$ cat src/hw/blackjack_pkg.sv
// ----------------------------------------
// blackjack table shared definitions
// widths, card and score types, state and
// outcome encodings, table limits
// ----------------------------------------

package blackjack_pkg;

    // ----------------------------------------
    // value types
    // ----------------------------------------
    // one card, 1 to 10
    typedef logic [3:0] card_t;
    // hand total, hard or soft
    typedef logic [5:0] score_t;
    typedef logic [3:0] bet_t;
    // purse, saturates at 255
    typedef logic [7:0] coin_t;

    // ----------------------------------------
    // encodings
    // ----------------------------------------
    typedef enum logic [2:0] {
        st_betting = 3'd0,
        st_deal    = 3'd1,
        st_player  = 3'd2,
        st_dealer  = 3'd3,
        st_result  = 3'd4
    } game_state_t;

    typedef enum logic [2:0] {
        oc_none  = 3'd0,
        oc_lose  = 3'd1,
        oc_draw  = 3'd2,
        oc_win   = 3'd3,
        oc_win21 = 3'd4
    } outcome_t;

    // ----------------------------------------
    // table limits
    // ----------------------------------------
    localparam score_t blackjack_total    = 6'd21;
    localparam score_t dealer_stand_total = 6'd17;
    // ace upgrade, 1 counts as 11
    localparam score_t soft_ace_bonus     = 6'd10;
    // two player and two dealer cards per deal
    localparam int unsigned deal_cards    = 4;

endpackage

$ cat src/hw/deck_lfsr.sv
// ----------------------------------------
// deck card source
// 16-bit galois lfsr, one step per draw,
// low nibble folded onto card values 1..10
// ----------------------------------------

`timescale 1ns/100ps

module deck_lfsr #(
    parameter logic [15:0] deck_seed = 16'hace1
) (
    input  logic                 clk,
    input  logic                 reset,
    input  logic                 draw,
    output blackjack_pkg::card_t card
);

    // taps 16,14,13,11
    localparam logic [15:0] lfsr_mask = 16'hb400;
    // 0 and 11..15 count as a face card
    localparam blackjack_pkg::card_t face_value = 4'd10;

    logic [15:0]          lfsr;
    blackjack_pkg::card_t nibble;

    // ----------------------------------------
    // lfsr state
    // ----------------------------------------
    // seed reload only at reset, deck runs on across rounds
    always_ff @(posedge clk or posedge reset) begin
        if (reset) begin
            lfsr <= deck_seed;
        end else if (draw) begin
            // shift right, fold the mask in when bit 0 falls out
            if (lfsr[0]) begin
                lfsr <= (lfsr >> 1) ^ lfsr_mask;
            end else begin
                lfsr <= lfsr >> 1;
            end
        end
    end

    // ----------------------------------------
    // card mapping
    // ----------------------------------------
    // card taken is the one on offer before the step
    assign nibble = lfsr[3:0];
    assign card   = ((nibble >= 4'd1) && (nibble <= face_value)) ? nibble : face_value;

endmodule

$ cat src/hw/bet_purse.sv
// ----------------------------------------
// bet register and purse
// validates and latches the bet, debits it
// at deal, credits the payout at settle
// ----------------------------------------

`timescale 1ns/100ps

module bet_purse #(
    parameter blackjack_pkg::coin_t initial_coin = 8'd30
) (
    input  logic                    clk,
    input  logic                    reset,
    input  blackjack_pkg::bet_t     bet,
    input  logic                    place_bet,
    input  logic                    pay,
    input  blackjack_pkg::outcome_t outcome,
    output logic                    bet_ok,
    output blackjack_pkg::coin_t    coin
);

    // bet held for the whole round
    blackjack_pkg::bet_t bet_q;
    // payout up to 4 x 15, one extra bit for the sum carry
    logic [8:0]          credit;
    logic [8:0]          coin_sum;

    // nonzero and covered by the purse
    assign bet_ok = (bet != '0) && (blackjack_pkg::coin_t'(bet) <= coin);

    // ----------------------------------------
    // payout
    // ----------------------------------------
    always_comb begin
        case (outcome)
            // 21 pays four times
            blackjack_pkg::oc_win21: credit = 9'(bet_q) << 2;
            blackjack_pkg::oc_win:   credit = 9'(bet_q) << 1;
            // stake returned
            blackjack_pkg::oc_draw:  credit = 9'(bet_q);
            default:                 credit = '0;
        endcase
    end

    assign coin_sum = 9'(coin) + credit;

    // ----------------------------------------
    // purse
    // ----------------------------------------
    always_ff @(posedge clk or posedge reset) begin
        if (reset) begin
            coin <= initial_coin;
        end else if (place_bet) begin
            // bet_ok guarantees no underflow
            coin <= coin - blackjack_pkg::coin_t'(bet);
        end else if (pay) begin
            // clamp at 255
            coin <= coin_sum[8] ? '1 : coin_sum[7:0];
        end
    end

    always_ff @(posedge clk) begin
        if (place_bet) begin
            bet_q <= bet;
        end
    end

endmodule

$ cat src/hw/hand_score.sv
// ----------------------------------------
// hand total
// hard sum plus ace flag, shows the soft
// total when an ace can count as 11
// ----------------------------------------

`timescale 1ns/100ps

module hand_score (
    input  logic                  clk,
    input  logic                  reset,
    input  logic                  clear,
    input  logic                  add,
    input  blackjack_pkg::card_t  card,
    output blackjack_pkg::score_t total
);

    blackjack_pkg::score_t hard_sum;
    logic                  ace_held;
    logic                  soft_ok;

    // ----------------------------------------
    // hard sum and ace flag
    // ----------------------------------------
    // bust stops drawing, so the hard sum stays below 32
    always_ff @(posedge clk or posedge reset) begin
        if (reset) begin
            hard_sum <= '0;
            ace_held <= 1'b0;
        end else if (clear) begin
            // new round
            hard_sum <= '0;
            ace_held <= 1'b0;
        end else if (add) begin
            hard_sum <= hard_sum + blackjack_pkg::score_t'(card);
            if (card == 4'd1) begin
                ace_held <= 1'b1;
            end
        end
    end

    // ----------------------------------------
    // shown total
    // ----------------------------------------
    // only one ace can ever be upgraded
    assign soft_ok = ace_held &&
        ((hard_sum + blackjack_pkg::soft_ace_bonus) <= blackjack_pkg::blackjack_total);

    assign total = soft_ok ? (hard_sum + blackjack_pkg::soft_ace_bonus) : hard_sum;

endmodule

$ cat src/hw/game_fsm.sv
// ----------------------------------------
// round sequencer
// betting, four-card deal, player turn,
// dealer draw to 17, result
// routes every drawn card to one hand
// ----------------------------------------

`timescale 1ns/100ps

module game_fsm (
    input  logic                  clk,
    input  logic                  reset,
    input  logic                  next,
    input  logic                  hit,
    input  logic                  stand,
    input  logic                  bet_ok,
    input  blackjack_pkg::score_t player_total,
    input  blackjack_pkg::score_t dealer_total,
    output logic                  draw,
    output logic                  player_add,
    output logic                  dealer_add,
    output logic                  hands_clear,
    output logic                  place_bet,
    output logic                  settle,
    output logic                  player_turn
);

    blackjack_pkg::game_state_t state;
    blackjack_pkg::game_state_t state_next;
    // card index within the deal
    logic [1:0]                 deal_cnt;
    logic                       deal_last;
    logic                       in_deal;
    logic                       take_bet;
    logic                       player_hit;
    logic                       dealer_hit;

    // ----------------------------------------
    // decode
    // ----------------------------------------
    assign in_deal   = (state == blackjack_pkg::st_deal);
    assign deal_last = (deal_cnt == 2'(blackjack_pkg::deal_cards - 1));
    assign take_bet  = (state == blackjack_pkg::st_betting) && next && bet_ok;

    // hit only taken below 21, stand wins a tie with hit
    assign player_hit = (state == blackjack_pkg::st_player) && hit && !stand &&
                        (player_total < blackjack_pkg::blackjack_total);

    // dealer keeps drawing under 17, soft totals included
    assign dealer_hit = (state == blackjack_pkg::st_dealer) &&
                        (dealer_total < blackjack_pkg::dealer_stand_total);

    // ----------------------------------------
    // next state
    // ----------------------------------------
    always_comb begin
        state_next = state;
        case (state)
            blackjack_pkg::st_betting: begin
                if (take_bet) begin
                    state_next = blackjack_pkg::st_deal;
                end
            end
            blackjack_pkg::st_deal: begin
                if (deal_last) begin
                    state_next = blackjack_pkg::st_player;
                end
            end
            blackjack_pkg::st_player: begin
                // total here already holds the last hit
                if (player_total > blackjack_pkg::blackjack_total) begin
                    state_next = blackjack_pkg::st_result;
                end else if (player_total == blackjack_pkg::blackjack_total) begin
                    state_next = blackjack_pkg::st_dealer;
                end else if (stand) begin
                    state_next = blackjack_pkg::st_dealer;
                end
            end
            blackjack_pkg::st_dealer: begin
                if (!dealer_hit) begin
                    state_next = blackjack_pkg::st_result;
                end
            end
            blackjack_pkg::st_result: begin
                if (next) begin
                    state_next = blackjack_pkg::st_betting;
                end
            end
            default: begin
                state_next = blackjack_pkg::st_betting;
            end
        endcase
    end

    // ----------------------------------------
    // state, deal counter, settle strobe
    // ----------------------------------------
    always_ff @(posedge clk or posedge reset) begin
        if (reset) begin
            state    <= blackjack_pkg::st_betting;
            deal_cnt <= '0;
            settle   <= 1'b0;
        end else begin
            state <= state_next;
            // wraps back to 0 on the last deal card
            deal_cnt <= in_deal ? deal_cnt + 2'd1 : 2'd0;
            // high for the entry cycle of result only
            settle <= (state_next == blackjack_pkg::st_result) &&
                      (state != blackjack_pkg::st_result);
        end
    end

    // ----------------------------------------
    // strobes
    // ----------------------------------------
    // deal order player, dealer, player, dealer
    assign draw        = in_deal || player_hit || dealer_hit;
    assign player_add  = (in_deal && !deal_cnt[0]) || player_hit;
    assign dealer_add  = (in_deal && deal_cnt[0]) || dealer_hit;
    // both hands and the purse move on the bet edge
    assign hands_clear = take_bet;
    assign place_bet   = take_bet;
    assign player_turn = (state == blackjack_pkg::st_player);

endmodule

$ cat src/hw/hand_settle.sv
// ----------------------------------------
// round settlement
// compares the final totals, holds the
// outcome and the win, lose, draw levels
// ----------------------------------------

`timescale 1ns/100ps

module hand_settle (
    input  logic                    clk,
    input  logic                    reset,
    input  logic                    settle,
    input  logic                    next,
    input  blackjack_pkg::score_t   player_total,
    input  blackjack_pkg::score_t   dealer_total,
    output blackjack_pkg::outcome_t outcome,
    output logic                    pay,
    output logic                    win,
    output logic                    lose,
    output logic                    draw
);

    blackjack_pkg::outcome_t outcome_q;
    logic                    player_21;

    assign player_21 = (player_total == blackjack_pkg::blackjack_total);

    // ----------------------------------------
    // outcome rules, first match wins
    // ----------------------------------------
    always_comb begin
        if (player_total > blackjack_pkg::blackjack_total) begin
            // player bust beats everything
            outcome = blackjack_pkg::oc_lose;
        end else if (dealer_total > blackjack_pkg::blackjack_total) begin
            outcome = player_21 ? blackjack_pkg::oc_win21 : blackjack_pkg::oc_win;
        end else if (player_total > dealer_total) begin
            outcome = player_21 ? blackjack_pkg::oc_win21 : blackjack_pkg::oc_win;
        end else if (player_total < dealer_total) begin
            outcome = blackjack_pkg::oc_lose;
        end else begin
            outcome = blackjack_pkg::oc_draw;
        end
    end

    // purse credit lands on the same edge as the flags
    assign pay = settle;

    // ----------------------------------------
    // held outcome
    // ----------------------------------------
    always_ff @(posedge clk or posedge reset) begin
        if (reset) begin
            outcome_q <= blackjack_pkg::oc_none;
        end else if (settle) begin
            outcome_q <= outcome;
        end else if (next) begin
            // back to betting
            outcome_q <= blackjack_pkg::oc_none;
        end
    end

    assign win  = (outcome_q == blackjack_pkg::oc_win) || (outcome_q == blackjack_pkg::oc_win21);
    assign lose = (outcome_q == blackjack_pkg::oc_lose);
    assign draw = (outcome_q == blackjack_pkg::oc_draw);

endmodule

$ cat src/hw/blackjack_top.sv
// ----------------------------------------
// blackjack table controller
// one player, one purse, dealer draws to 17
// ----------------------------------------

`timescale 1ns/100ps

module blackjack_top #(
    parameter blackjack_pkg::coin_t initial_coin = 8'd30,
    parameter logic [15:0]          deck_seed    = 16'hace1
) (
    input  logic                  clk,
    input  logic                  reset,
    input  logic                  next,
    input  logic                  hit,
    input  logic                  stand,
    input  blackjack_pkg::bet_t   bet,
    output blackjack_pkg::score_t player_score,
    output blackjack_pkg::score_t dealer_score,
    output blackjack_pkg::coin_t  coin,
    output logic                  player_turn,
    output logic                  win,
    output logic                  lose,
    output logic                  draw
);

    // ----------------------------------------
    // internal strobes and buses
    // ----------------------------------------
    blackjack_pkg::card_t    card;
    blackjack_pkg::outcome_t outcome;
    // deck step, not the draw flag
    logic                    card_draw;
    logic                    player_add;
    logic                    dealer_add;
    logic                    hands_clear;
    logic                    place_bet;
    logic                    bet_ok;
    logic                    settle;
    logic                    pay;

    // input side
    deck_lfsr #(.deck_seed(deck_seed)) i_deck_lfsr (
        .clk(clk), .reset(reset), .draw(card_draw), .card(card)
    );

    bet_purse #(.initial_coin(initial_coin)) i_bet_purse (
        .clk(clk), .reset(reset), .bet(bet), .place_bet(place_bet), .pay(pay),
        .outcome(outcome), .bet_ok(bet_ok), .coin(coin)
    );

    // processing
    hand_score i_player_hand (
        .clk(clk), .reset(reset), .clear(hands_clear), .add(player_add),
        .card(card), .total(player_score)
    );

    hand_score i_dealer_hand (
        .clk(clk), .reset(reset), .clear(hands_clear), .add(dealer_add),
        .card(card), .total(dealer_score)
    );

    game_fsm i_game_fsm (
        .clk(clk), .reset(reset), .next(next), .hit(hit), .stand(stand),
        .bet_ok(bet_ok), .player_total(player_score), .dealer_total(dealer_score),
        .draw(card_draw), .player_add(player_add), .dealer_add(dealer_add),
        .hands_clear(hands_clear), .place_bet(place_bet), .settle(settle),
        .player_turn(player_turn)
    );

    // output side
    hand_settle i_hand_settle (
        .clk(clk), .reset(reset), .settle(settle), .next(next),
        .player_total(player_score), .dealer_total(dealer_score),
        .outcome(outcome), .pay(pay), .win(win), .lose(lose), .draw(draw)
    );

endmodule

$ cat config.mk
export PLATFORM = sky130hd
export DESIGN_NAME = blackjack_top
export DESIGN_NICKNAME = d
export VERILOG_FILES = /design/src/hw/blackjack_pkg.sv /design/src/hw/deck_lfsr.sv /design/src/hw/bet_purse.sv /design/src/hw/hand_score.sv /design/src/hw/game_fsm.sv /design/src/hw/hand_settle.sv /design/src/hw/blackjack_top.sv
export SDC_FILE = /design/constraint.sdc
export NUM_CORES = 1
export LEC_CHECK = 0
export ABC_AREA = 1
export BUFFER_PORTS_ARGS = -buffer_cell sky130_fd_sc_hd__buf_4
export CAP_MARGIN = 10
export CORE_MARGIN = 3
export CORE_UTILIZATION = 35
export CTS_CLUSTER_DIAMETER = 60
export DETAILED_ROUTE_END_ITERATION = 8
export PLACE_DENSITY_LB_ADDON = 0.05
export SYNTH_ARGS = -nofsm -noshare
export SYNTH_HDL_FRONTEND = slang
export SYNTH_HIERARCHICAL = 1
export SYNTH_SLANG_ARGS = --single-unit
$ cat constraint.sdc
create_clock -name clk -period 4.8 [get_ports clk]
set_input_delay 0 -clock clk [delete_from_list [all_inputs] [get_ports clk]]
set_output_delay 0 -clock clk [all_outputs]
set_load 0.02 [all_outputs]
Word level (Yosys, flattened, before mapping) --
Cells that the tools add are included.
Cells by class: $add $sub $neg 7, reductions and logical operators 29, multiplexer cells 33, bitwise logic cells 1, equal/unequal tests 16, magnitude comparators 11
Operator list (number):
- two-way mux 3 bit | 13
- two-way mux 6 bit | 6
- two-way mux 8 bit | 3
- == test 3 x 2 -> 1 bit (second input constant) | 6
- one-hot mux 6 bit (3 select lines) | 1
- two-way mux 16 bit | 1
- one-hot mux 3 bit (5 select lines) | 1
- logical AND 1 bit | 13
- adder 6 x 4 -> 6 bit | 2
- adder 6 x 4 -> 6 bit (second input constant) | 2
- == test 3 bit (second input constant) | 4
- > comparator 6 x 5 -> 1 bit (second input constant) | 2
- <= comparator 6 x 5 -> 1 bit (second input constant) | 2
- < comparator 6 x 5 -> 1 bit (second input constant) | 2
- nonzero test 2 bit | 5
- adder 8 x 6 -> 9 bit | 1
- <= comparator 4 x 8 -> 1 bit | 1
- subtractor 8 x 4 -> 8 bit | 1
- == test 3 x 1 -> 1 bit (second input constant) | 2
- == test 6 x 5 -> 1 bit (second input constant) | 1
- > comparator 6 bit | 1
- < comparator 6 bit | 1
- logical OR 1 bit | 5
- two-way mux 1 bit | 5
- 13 further kinds | 16
Word-level totals: flip-flop bits (word level) 51, input bits 9

Longest topological paths before layout --
Gate-level depths: netlist of the first run.
depth after elaboration 15, depth in mapped cells 31

Cells and area by module --
Netlist of the first run, hierarchy kept.
Modules (own cells, without submodules):
- hand_score | seq. area each 175.2 um2, cells each 87, instances 2, area each 618.1 um2
- bet_purse | seq. area each 325.3 um2, cells each 181, instances 1, area each 1213.7 um2
- deck_lfsr | seq. area each 410.4 um2, cells each 78, instances 1, area each 676.9 um2
- hand_settle | seq. area each 75.1 um2, cells each 74, instances 1, area each 479.2 um2
- game_fsm | seq. area each 150.1 um2, cells each 68, instances 1, area each 447.9 um2

Least setup slack after synthesis of the first run --
No wires, ideal clock.
path kind register -> register, start register i_player_hand.hard_sum[1], end register i_bet_purse.coin[7], path buffers 0, stages on the path, launching flop included 28, setup time 0.118 ns, data required time 4.682 ns, arrival 3.871 ns, setup slack 0.811 ns, clock period less this slack 3.989 ns, path through dfrtp_1 -> ha_1 -> nand2_1 -> nand3_1 -> nand2_4 -> nand3_4 -> o21ai_1 -> ha_1 -> nand2_1 -> nand2_1 -> a21oi_2 -> nand3_2 -> nand2_1 -> nor2_1 -> inv_1 -> nor3_1 -> inv_1 -> nor2_1 -> ha_1 -> fa_1 -> nand3_1 -> nand3_1 -> nand2_1 -> nand2_2 -> nor2_2 -> nand3_1 -> nand3_1 -> nand2_1
On the way: word-level cells in the longest chain between the ends 15
Ends and longest elaborated chain:
- from (decl) | RTL line hand_score.sv:18 | blackjack_pkg::score_t hard_sum;
- from (signal assigned) | RTL line hand_score.sv:35 | hard_sum <= hard_sum + blackjack_pkg::score_t'(card);
- adder 6 x 4 -> 6 bit (*) | RTL line hand_score.sv:47, hand_score.sv:49
- <= comparator 6 x 5 -> 1 bit | RTL line hand_score.sv:47 | ((hard_sum + blackjack_pkg::soft_ace_bonus) <= blackjack_pkg::blackjack_total);
- logical AND 1 bit | RTL line hand_score.sv:46 | assign soft_ok = ace_held &&
- two-way mux 6 bit (*) | RTL line hand_score.sv:49 | assign total = soft_ok ? (hard_sum + blackjack_pkg::soft_ace_bonus) : hard_sum;
- via player_score[3] | RTL line blackjack_top.sv:18 | output blackjack_pkg::score_t player_score,
- < comparator 6 bit or == test 6 x 5 -> 1 bit (tied branches) | RTL line hand_settle.sv:39, hand_settle.sv:26
- two-way mux 2 bit or two-way mux 3 bit (tied branches) | RTL line hand_settle.sv:39, hand_settle.sv:36, hand_settle.sv:38
- two-way mux 3 bit | RTL line hand_settle.sv:37 | end else if (player_total > dealer_total) begin
- two-way mux 3 bit | RTL line hand_settle.sv:35 | end else if (dealer_total > blackjack_pkg::blackjack_total) begin
- two-way mux 3 bit (*) | RTL line hand_settle.sv:32 | if (player_total > blackjack_pkg::blackjack_total) begin
- via outcome[1] | RTL line blackjack_top.sv:31 | blackjack_pkg::outcome_t outcome;
- == test 3 x 2 -> 1 bit or == test 3 bit (tied branches) | RTL line bet_purse.sv:35 | case (outcome)
- one-hot mux 6 bit (3 select lines) (*) | RTL line bet_purse.sv:35
- adder 8 x 6 -> 9 bit (*) | RTL line bet_purse.sv:45 | assign coin_sum = 9'(coin) + credit;
- two-way mux 8 bit (*) | RTL line bet_purse.sv:58 | coin <= coin_sum[8] ? '1 : coin_sum[7:0];
- two-way mux 8 bit (*) | RTL line bet_purse.sv:56 | end else if (pay) begin
- two-way mux 8 bit (*) | RTL line bet_purse.sv:53 | end else if (place_bet) begin
- to (signal assigned) | RTL line bet_purse.sv:52 | coin <= initial_coin;
- to (signal assigned) | RTL line bet_purse.sv:55 | coin <= coin - blackjack_pkg::coin_t'(bet);
- to (signal assigned) | RTL line bet_purse.sv:58
- to (decl) | RTL line bet_purse.sv:19 | output blackjack_pkg::coin_t coin
Mark *: on every way through the listed nets, which the timed path passes. The rest lies on a longest branch. The select of a mux whose other input is x is not followed. A chain may end at the register's enable or synchronous reset.

Worst setup path in the final report of the first run --
start register i_dealer_hand.hard_sum[1], end register i_bet_purse.coin[7]
On the way: word-level cells in the longest chain between the ends 15
Ends and longest elaborated chain:
- from (decl) | RTL line hand_score.sv:18
- from (signal assigned) | RTL line hand_score.sv:35
- adder 6 x 4 -> 6 bit | RTL line hand_score.sv:47, hand_score.sv:49
- <= comparator 6 x 5 -> 1 bit | RTL line hand_score.sv:47
- logical AND 1 bit | RTL line hand_score.sv:46
- two-way mux 6 bit (*) | RTL line hand_score.sv:49
- < comparator 6 bit | RTL line hand_settle.sv:39 | end else if (player_total < dealer_total) begin
- two-way mux 2 bit | RTL line hand_settle.sv:39
- two-way mux 3 bit | RTL line hand_settle.sv:37
- two-way mux 3 bit (*) | RTL line hand_settle.sv:35
- two-way mux 3 bit (*) | RTL line hand_settle.sv:32
- via outcome[1] | RTL line blackjack_top.sv:31
- == test 3 x 2 -> 1 bit or == test 3 bit (tied branches) | RTL line bet_purse.sv:35
- one-hot mux 6 bit (3 select lines) (*) | RTL line bet_purse.sv:35
- adder 8 x 6 -> 9 bit (*) | RTL line bet_purse.sv:45
- two-way mux 8 bit (*) | RTL line bet_purse.sv:58
- two-way mux 8 bit (*) | RTL line bet_purse.sv:56
- two-way mux 8 bit (*) | RTL line bet_purse.sv:53
Marks and branches as above.

==> qor.yml, run 1 <==
post_cts_buffers: 0
crit_path_end_kind: "flop"
synthCells: 575
clk_latency_ns: 0.30
cts_tree: "built"
tritoncts.num_buffers: 5
drt_iter0_drc: 153
setup_tns_ns: 0
ant_nets: 0
p_leak_nw: 2.451
synth_edf_count: 4
gp_congestion: 0.8219
ys.flop_type: "dfrtp_1"
clkSinkCount: 51
worstPathRequired_ns: 5.00
max_freq_mhz: 239.4
synth_xor_area_frac: 0.01296
path_max_fanout: 7
area_growth_pct: 14.91
overflow: 0
port_buffers: 32
cts_max_path_buffers: 2
drive_gt1_frac: 0.1740
drv_cap: 0
p_int_w: 0.001828
period_minus_slack_ns: 4.176
worst_slack_ns: 0.6235
critPathLaunchType: "flop"
yosysWarnings: 6
p_sw_frac: 0.5221
syn_nets: 615
placed_area_um2: 4429
die_area_um2: 12910
ys_seq_elements: 51
clock_power_share: 0.110
synth_area_per_cell_um2: 7.050
synthAdderAreaFrac: 0.1031
worstMarginPinSlew_ns: 0.9404
grt_pass1_vias: 3658
vias: 3624
hold_viol: 0
finalNetCount: 654
grt_max_degree: 33
drt-vias-per-instance: 4.800
die_x_um: 113.6
post-route-period-util: 0.8701
rsz0062_at_grt: "no"
finish.utilization: 0.4205
synth_compound_area_frac: 0.1056
finalSetupViolCount: 0
hpwlAfterDp_um: 7799
grt_util_all_layers: 0.1671
critPathKind: "flop to flop"
rows: 38
route.detailed.drc: 0
place_ws_ns: 0.6305
maxSlewHeadroom: 0.3716
synth_top_family_by_area: "simple AND/OR/NAND/NOR gates"
synthSimpleGateAreaFrac: 0.3432
synth.area.mux_share: 0
syn-cell-area_um2: 4054
fin_area_um2: 4658
power.density_nw_per_um2: 821.3
status: "finished clean"
ir_drop_mv: 0.3204
io-pin-count: 33
clkTransAtPathRegs_ns: 0.07
pwr-share-comb: 0.658
synthArstFlopShare: 0.9216
arrival_ns: 4.38
drtPass1Iterations: 6
share_seq_of_total_power: 0.231
antenna_found_initial: 0
synth_seq_area_share: 0.3235
initial_utilization: 0.3659
clock_tree.root_cell: "clkbuf_16"
synth_cell_type_count: 43
min_path_type: "primary input to flop"
wirelength_um: 9873
wl_per_cell_um: 13.08
maxSlewViolCount: 0
core_area_um2: 11080
p_sw_w: 0.001998
grt_pass1_wl_um: 17420
clock_skew_ns: 0.006997
htreeDepth: 2
n_antenna_cell: 0
die_h_um: 113.6
cells by family after synthesis:
kind of cell,count (synthesis)
AND/OR/NAND/NOR,301
buffers and inverters,114
AO/OA/AOI/OAI,72
flip-flops,51
adder cells (fa/ha/maj),31
XOR/XNOR,6
Yosys cell counts, drive strengths merged, types with 8 or more instances:
master,number,area share
nor2,54,0.054
nand3,57,0.079
a21oi,27,0.039
o21ai,32,0.040
buf,8,0.014
dfstp,12,0.078
dfrtp,35,0.22
nor3,8,0.014
nand4,10,0.015
nand2,167,0.17
inv,105,0.097
ha,27,0.083
power groups by stage:
stage | Clock [W] | Sequential (W) | Combinational, W
floorplan | 0 | 0.000864 | 0.00195
global placement | 0 | 0.000893 | 0.00251
detailed placement | 0 | 0.000896 | 0.00253
CTS | 0.000443 | 0.000889 | 0.00254
global route | 0.000458 | 0.000922 | 0.00290
finish | 0.000422 | 0.000886 | 0.00252
final timing paths:
check,from,slack (ns),to,cells after the start
min in group asynchronous,reset,0.17,i_hand_settle/outcome_q[0],3
hold / removal,stand,0.1,i_game_fsm/state[0],5
hold reg to reg,i_deck_lfsr/lfsr[7],0.48,i_deck_lfsr/lfsr[6],2
max in group asynchronous,reset,4.00,i_deck_lfsr/lfsr[9],3
setup reg to reg,i_dealer_hand/hard_sum[1],0.62,i_bet_purse/coin[7],27
setup / recovery,i_dealer_hand/hard_sum[1],0.62,i_bet_purse/coin[7],27
state kept, by name, indices dropped and copies added (netlist names), 2 cells and up:
name                     count
i_player_hand/hard_sum       6
i_bet_purse/bet_q            4
i_dealer_hand/hard_sum       6
i_hand_settle/outcome_q      3
i_bet_purse/coin             8
i_deck_lfsr/lfsr            16
i_game_fsm/state             3
i_game_fsm/deal_cnt          2
cell type report:
cell class	count	area, µm²
Sequential cell	51	1311
Clock inverter	3	43.79
Multi-Input combinational cell	410	2290
Fill cell	1148	6420
Inverter	106	397.9
Timing Repair Buffer	40	315.3
Tap cell	140	175.2
Clock buffer	5	125.1
stage by stage:
step | total power, W | hold slack [ns] | std cells
2_1_floorplan | 0.002812 | -0.2464 | 575
3_3_place_gp | 0.003398 | -0.07382 | 741
3_5_place_dp | 0.003424 | -0.06649 | 741
4_1_cts | 0.003875 | 0.08889 | 755
5_1_grt | 0.004284 | 0.1436 | 755
6_report | 0.003826 | 0.09917 | 755
layout by cell type (no fill, tap or decap), drive strengths merged, types with 2 or more instances in the layout:
cell,netlist,routed
fa,4,4
clkbuf,0,5
dfrtp,35,35
buf,8,34
a21oi,27,27
dfstp,12,12
nor2,54,54
a22o,2,2
nand4,10,10
o21ai,32,32
inv,105,105
clkinv,1,3
edfxtp,4,4
nand2,167,167
ha,27,27
dlygate4sd3,0,6
xnor2,3,3
o22ai,5,5
nand3,57,57
and2,2,2
nor3,8,8
xor2,3,3
metal layers:
metal	GRT usage	wire length, µm
met5	0	0
met4	0.05288	170
met3	0.03183	308
met2	0.2764	4625
met1	0.2211	4768
critical path: stages (launching register included):
cell and delay (ns):
dfrtp_1 0.44, ha_1 0.33, nand2_1 0.07, nand3_1 0.11, nand2_4 0.11, nand3_4 0.09
o21ai_1 0.26, inv_1 0.08, ha_1 0.29, nand2_2 0.07, nor2_4 0.09, nand2_2 0.08
o21bai_4 0.17, inv_2 0.05, nor2_1 0.13, inv_1 0.07, nor3_1 0.20, inv_1 0.11
o221ai_1 0.23, ha_1 0.33, nand2_1 0.11, nand3_1 0.12, nand2_1 0.09, nand2_2 0.07
nor2_2 0.15, nand3_1 0.09, nand3_1 0.07, nand2_1 0.05
what timing repair did:
action,in CTS,in global routing
resized for setup,0,0
hold buffers,6,0
hold endpoints to repair,46,0
No activity file was read; power rests on OpenSTA's default activity.
==> inputs of run 2 (changes only) <==
--- a/config.mk
+++ b/config.mk
@@ -5,7 +5,7 @@
 export SDC_FILE = /design/constraint.sdc
 export NUM_CORES = 1
 export LEC_CHECK = 0
-export ABC_AREA = 1
+export ABC_AREA = 0
 export BUFFER_PORTS_ARGS = -buffer_cell sky130_fd_sc_hd__buf_4
 export CAP_MARGIN = 10
 export CORE_MARGIN = 3
@@ -13,7 +13,9 @@
 export CTS_CLUSTER_DIAMETER = 60
 export DETAILED_ROUTE_END_ITERATION = 8
 export PLACE_DENSITY_LB_ADDON = 0.05
+export RECOVER_POWER = 100
 export SYNTH_ARGS = -nofsm -noshare
 export SYNTH_HDL_FRONTEND = slang
 export SYNTH_HIERARCHICAL = 1
 export SYNTH_SLANG_ARGS = --single-unit
+export TNS_END_PERCENT = 100
==> run 2 against run 1 <==
Net effect: maximum frequency shrank 9.0%; count of clock-buffer cells in the layout is the same; die area decreased by 4.1%; cell count shrank 20%; worst setup slack worse by 0.41 ns; wire length is 3.4% lower; final area grew 2.6%.
==> qor.yml, run 2 <==
drv_cap: 0  # unchanged
finalNetCount: 507  # was 654
ant_nets: 0  # unchanged
core_area_um2: 10560  # was 11080 µm²
path_max_fanout: 7  # unchanged
die_h_um: 111.3  # was 113.6 µm
clkSinkCount: 51  # unchanged
cts_max_path_buffers: 2  # unchanged
period_minus_slack_ns: 4.588  # was 4.176 ns
area_growth_pct: 23.26  # was 14.91%
synth_edf_count: 4  # unchanged
synthArstFlopShare: 0.9216  # unchanged
synth_most_common_cell: "nor2_1"  # was nand2_1
yosys-top-cells-count: "nor2_1, dfrtp_1, inv_1, ha_1, a21oi_1"  # was nand2_1, inv_1, nand3_1, nor2_1, dfrtp_1
rr_worst_depth: 23  # was 27
clkTransAtPathRegs_ns: 0.10  # was 0.07 ns
initial_utilization: 0.3675  # was 0.3659
synth.area.top_cells: "dfrtp_1, ha_1, dfstp_2"  # was dfrtp_1, nand2_1, ha_1
ys.flop_type: "dfrtp_1"  # unchanged
grt_pass1_wl_um: 15840  # was 17420 µm
drt-vias-per-instance: 5.276  # was 4.800
io-pin-count: 33  # unchanged
cts_tree: "built"  # unchanged
reg2reg_slack_ns: 0.21  # was 0.62 ns
synth_seq_area_share: 0.3381  # was 0.3235
synth_cell_type_count: 74  # was 43
htreeDepth: 2  # unchanged
status: "finished clean"  # unchanged
syn-cell-area_um2: 3879  # was 4054 µm²
drt_iter0_drc: 124  # was 153
hold_viol: 0  # unchanged
ys_seq_elements: 51  # unchanged
overflow: 0  # unchanged
syn_nets: 445  # was 615
maxSlewHeadroom: 0.5691  # was 0.3716
grt_util_all_layers: 0.1550  # was 0.1671
route.detailed.drc: 0  # unchanged
top_register: "i_deck_lfsr/lfsr"  # unchanged
critPathLaunchType: "flop"  # unchanged
clk_latency_ns: 0.31  # was 0.30 ns
drtPass1Iterations: 4  # was 6
worstMarginPinSlew_ns: 0.6456  # was 0.9404 ns
clock_tree.root_cell: "clkbuf_8"  # was clkbuf_16
wirelength_um: 9537  # was 9873 µm
synth_area_per_cell_um2: 9.577  # was 7.050 µm²
fillCellCount: 1059  # was 1148
hold_path_depth: 4  # was 5
critPathKind: "flop to flop"  # unchanged
port_buffers: 32  # unchanged
rows: 37  # was 38
finalSetupViolCount: 0  # unchanged
r2r-end: "i_bet_purse/coin[2]"  # was i_bet_purse/coin[7]
worstHoldEndpoint: "i_game_fsm/state[0]"  # unchanged
die_area_um2: 12380  # was 12910 µm²
synthCells: 405  # was 575
top_regs: "i_deck_lfsr/lfsr (16), i_bet_purse/coin (8)"  # unchanged
maxSlewViolCount: 0  # unchanged
die_x_um: 111.3  # was 113.6 µm
grt_max_degree: 28  # was 33
antenna_found_initial: 0  # unchanged
final_common_cell: "buf_4"  # was nand2_1
vias: 3187  # was 3624
gp_congestion: 0.7751  # was 0.8219
max_freq_mhz: 218.0  # was 239.4 MHz
crit_path_end_kind: "flop"  # unchanged
n_antenna_cell: 0  # unchanged
clock_skew_ns: 0.008356  # was 0.006997 ns
rsz0062_at_grt: "yes"  # was no
worstPathRequired_ns: 5.03  # was 5.00 ns
worst_r2r_startpoint: "i_player_hand/hard_sum[2]"  # was i_dealer_hand/hard_sum[1]
synth_area_leader_cell: "dfrtp_1"  # unchanged
largest_register_ffs: 16  # unchanged
yosysWarnings: 6  # unchanged
wl_per_cell_um: 15.79  # was 13.08 µm
synth_top_area_frac: 0.2258  # was 0.2160
hpwlAfterDp_um: 7195  # was 7799 µm
tritoncts.num_buffers: 5  # unchanged
setup_tns_ns: 0  # unchanged
post-route-period-util: 0.9558  # was 0.8701
hp-start: "stand"  # unchanged
final_cell_mix: "buf_4, nor2_1, inv_1, dfrtp_1, ha_1"  # was nand2_1, inv_1, nand3_1
grt_pass1_vias: 3169  # was 3658
drive_gt1_frac: 0.3034  # was 0.1740
arrival_ns: 4.82  # was 4.38 ns
min_path_type: "primary input to flop"  # unchanged
run 2: per-stage QoR:
stage | instance area [µm²] | hold slack, ns | setup slack (ns) | instances | utilization
finish | 4781 | 0.09371 | 0.2122 | 604 | 0.4529
global placement | 4364 | -0.06039 | 0.004059 | 579 | 0.4135
floorplan | 3913 | -0.2464 | 0.004812 | 405 | -
CTS | 4544 | 0.05920 | 0.04443 | 593 | 0.4305
global route | 4781 | 0.1156 | -0.05354 | 604 | 0.4529
detailed placement | 4364 | -0.05544 | -0.008920 | 579 | 0.4135
run 2: kinds of logic (layout without fill, tap and decap cells):
group                      count (synthesis)  after routing  synth area share
xor gates and xnor gates                  20             20           0.04516
DFF                                       51             51            0.3381
buffers and inverters                     49            112           0.06258
muxes                                     25             25           0.07710
AOI/OAI and AO/OA                        102            102            0.1881
adders and majority gates                 31             31            0.1077
and+or+nand+nor                          127            127            0.1813
run 2: critical path, stage by stage (launching register included):
cell and delay (ns):
dfrtp_1 0.42, ha_4 0.26, nor2b_4 0.12, o211a_1 0.26, a211oi_4 0.29, nand2b_4 0.10, mux2_4 0.24, buf_6 0.10
nand4bb_1 0.10, or3_4 0.39, o21bai_4 0.19, buf_6 0.12, nor2_4 0.12, nor2b_4 0.07, and3b_2 0.22, ha_4 0.17
fa_2 0.41, a211oi_4 0.26, o21ai_2 0.08, a21oi_2 0.17, buf_4 0.14, nand3_1 0.07, o21ai_1 0.12, o21ai_1 0.09
run 2: final cells by class:
cell class                      count  area, µm²  area share
Multi-Input combinational cell    305       2581      0.5399
Sequential cell                    51       1311      0.2743
Timing Repair Buffer               69      491.7      0.1029
Tap cell                          136      170.2     0.03559
Inverter                           35      131.4     0.02748
Clock buffer                        5      68.82     0.01439
Clock inverter                      3      26.28    0.005496
run 2: worst max-delay path by stage:
stage	end	start	slack, ns
floorplan	i_bet_purse/coin[7]	i_dealer_hand/hard_sum[1]	0.005
global placement	i_bet_purse/coin[7]	i_dealer_hand/hard_sum[1]	0.004
detailed placement	i_bet_purse/coin[7]	i_player_hand/hard_sum[1]	-0.009
CTS	i_bet_purse/coin[2]	i_dealer_hand/hard_sum[1]	0.04
global route	i_bet_purse/coin[7]	i_dealer_hand/hard_sum[1]	-0.05
finish	i_bet_purse/coin[2]	i_player_hand/hard_sum[2]	0.21
run 2: timing repair:
item / in CTS / in global routing
pin swaps: 4 / 22
endpoints found under the hold margin: 44 / 0
resized for setup: 5 / 46
setup buffers: 0 / 11
hold buffers: 6 / 0
setup endpoints to repair: 4 / 8
run 2: metal layers:
metal / part of all wire / global-route usage / wire [µm]
met4: 0.0084 / 0.03163 / 80
met1: 0.48 / 0.2119 / 4591
met5: 0 / 0 / 0
met3: 0.021 / 0.02620 / 196
met2: 0.49 / 0.2585 / 4668
Power of run 2 is not shown: default switching activity piles up to over one toggle a cycle in this logic, so the estimate is an artifact.
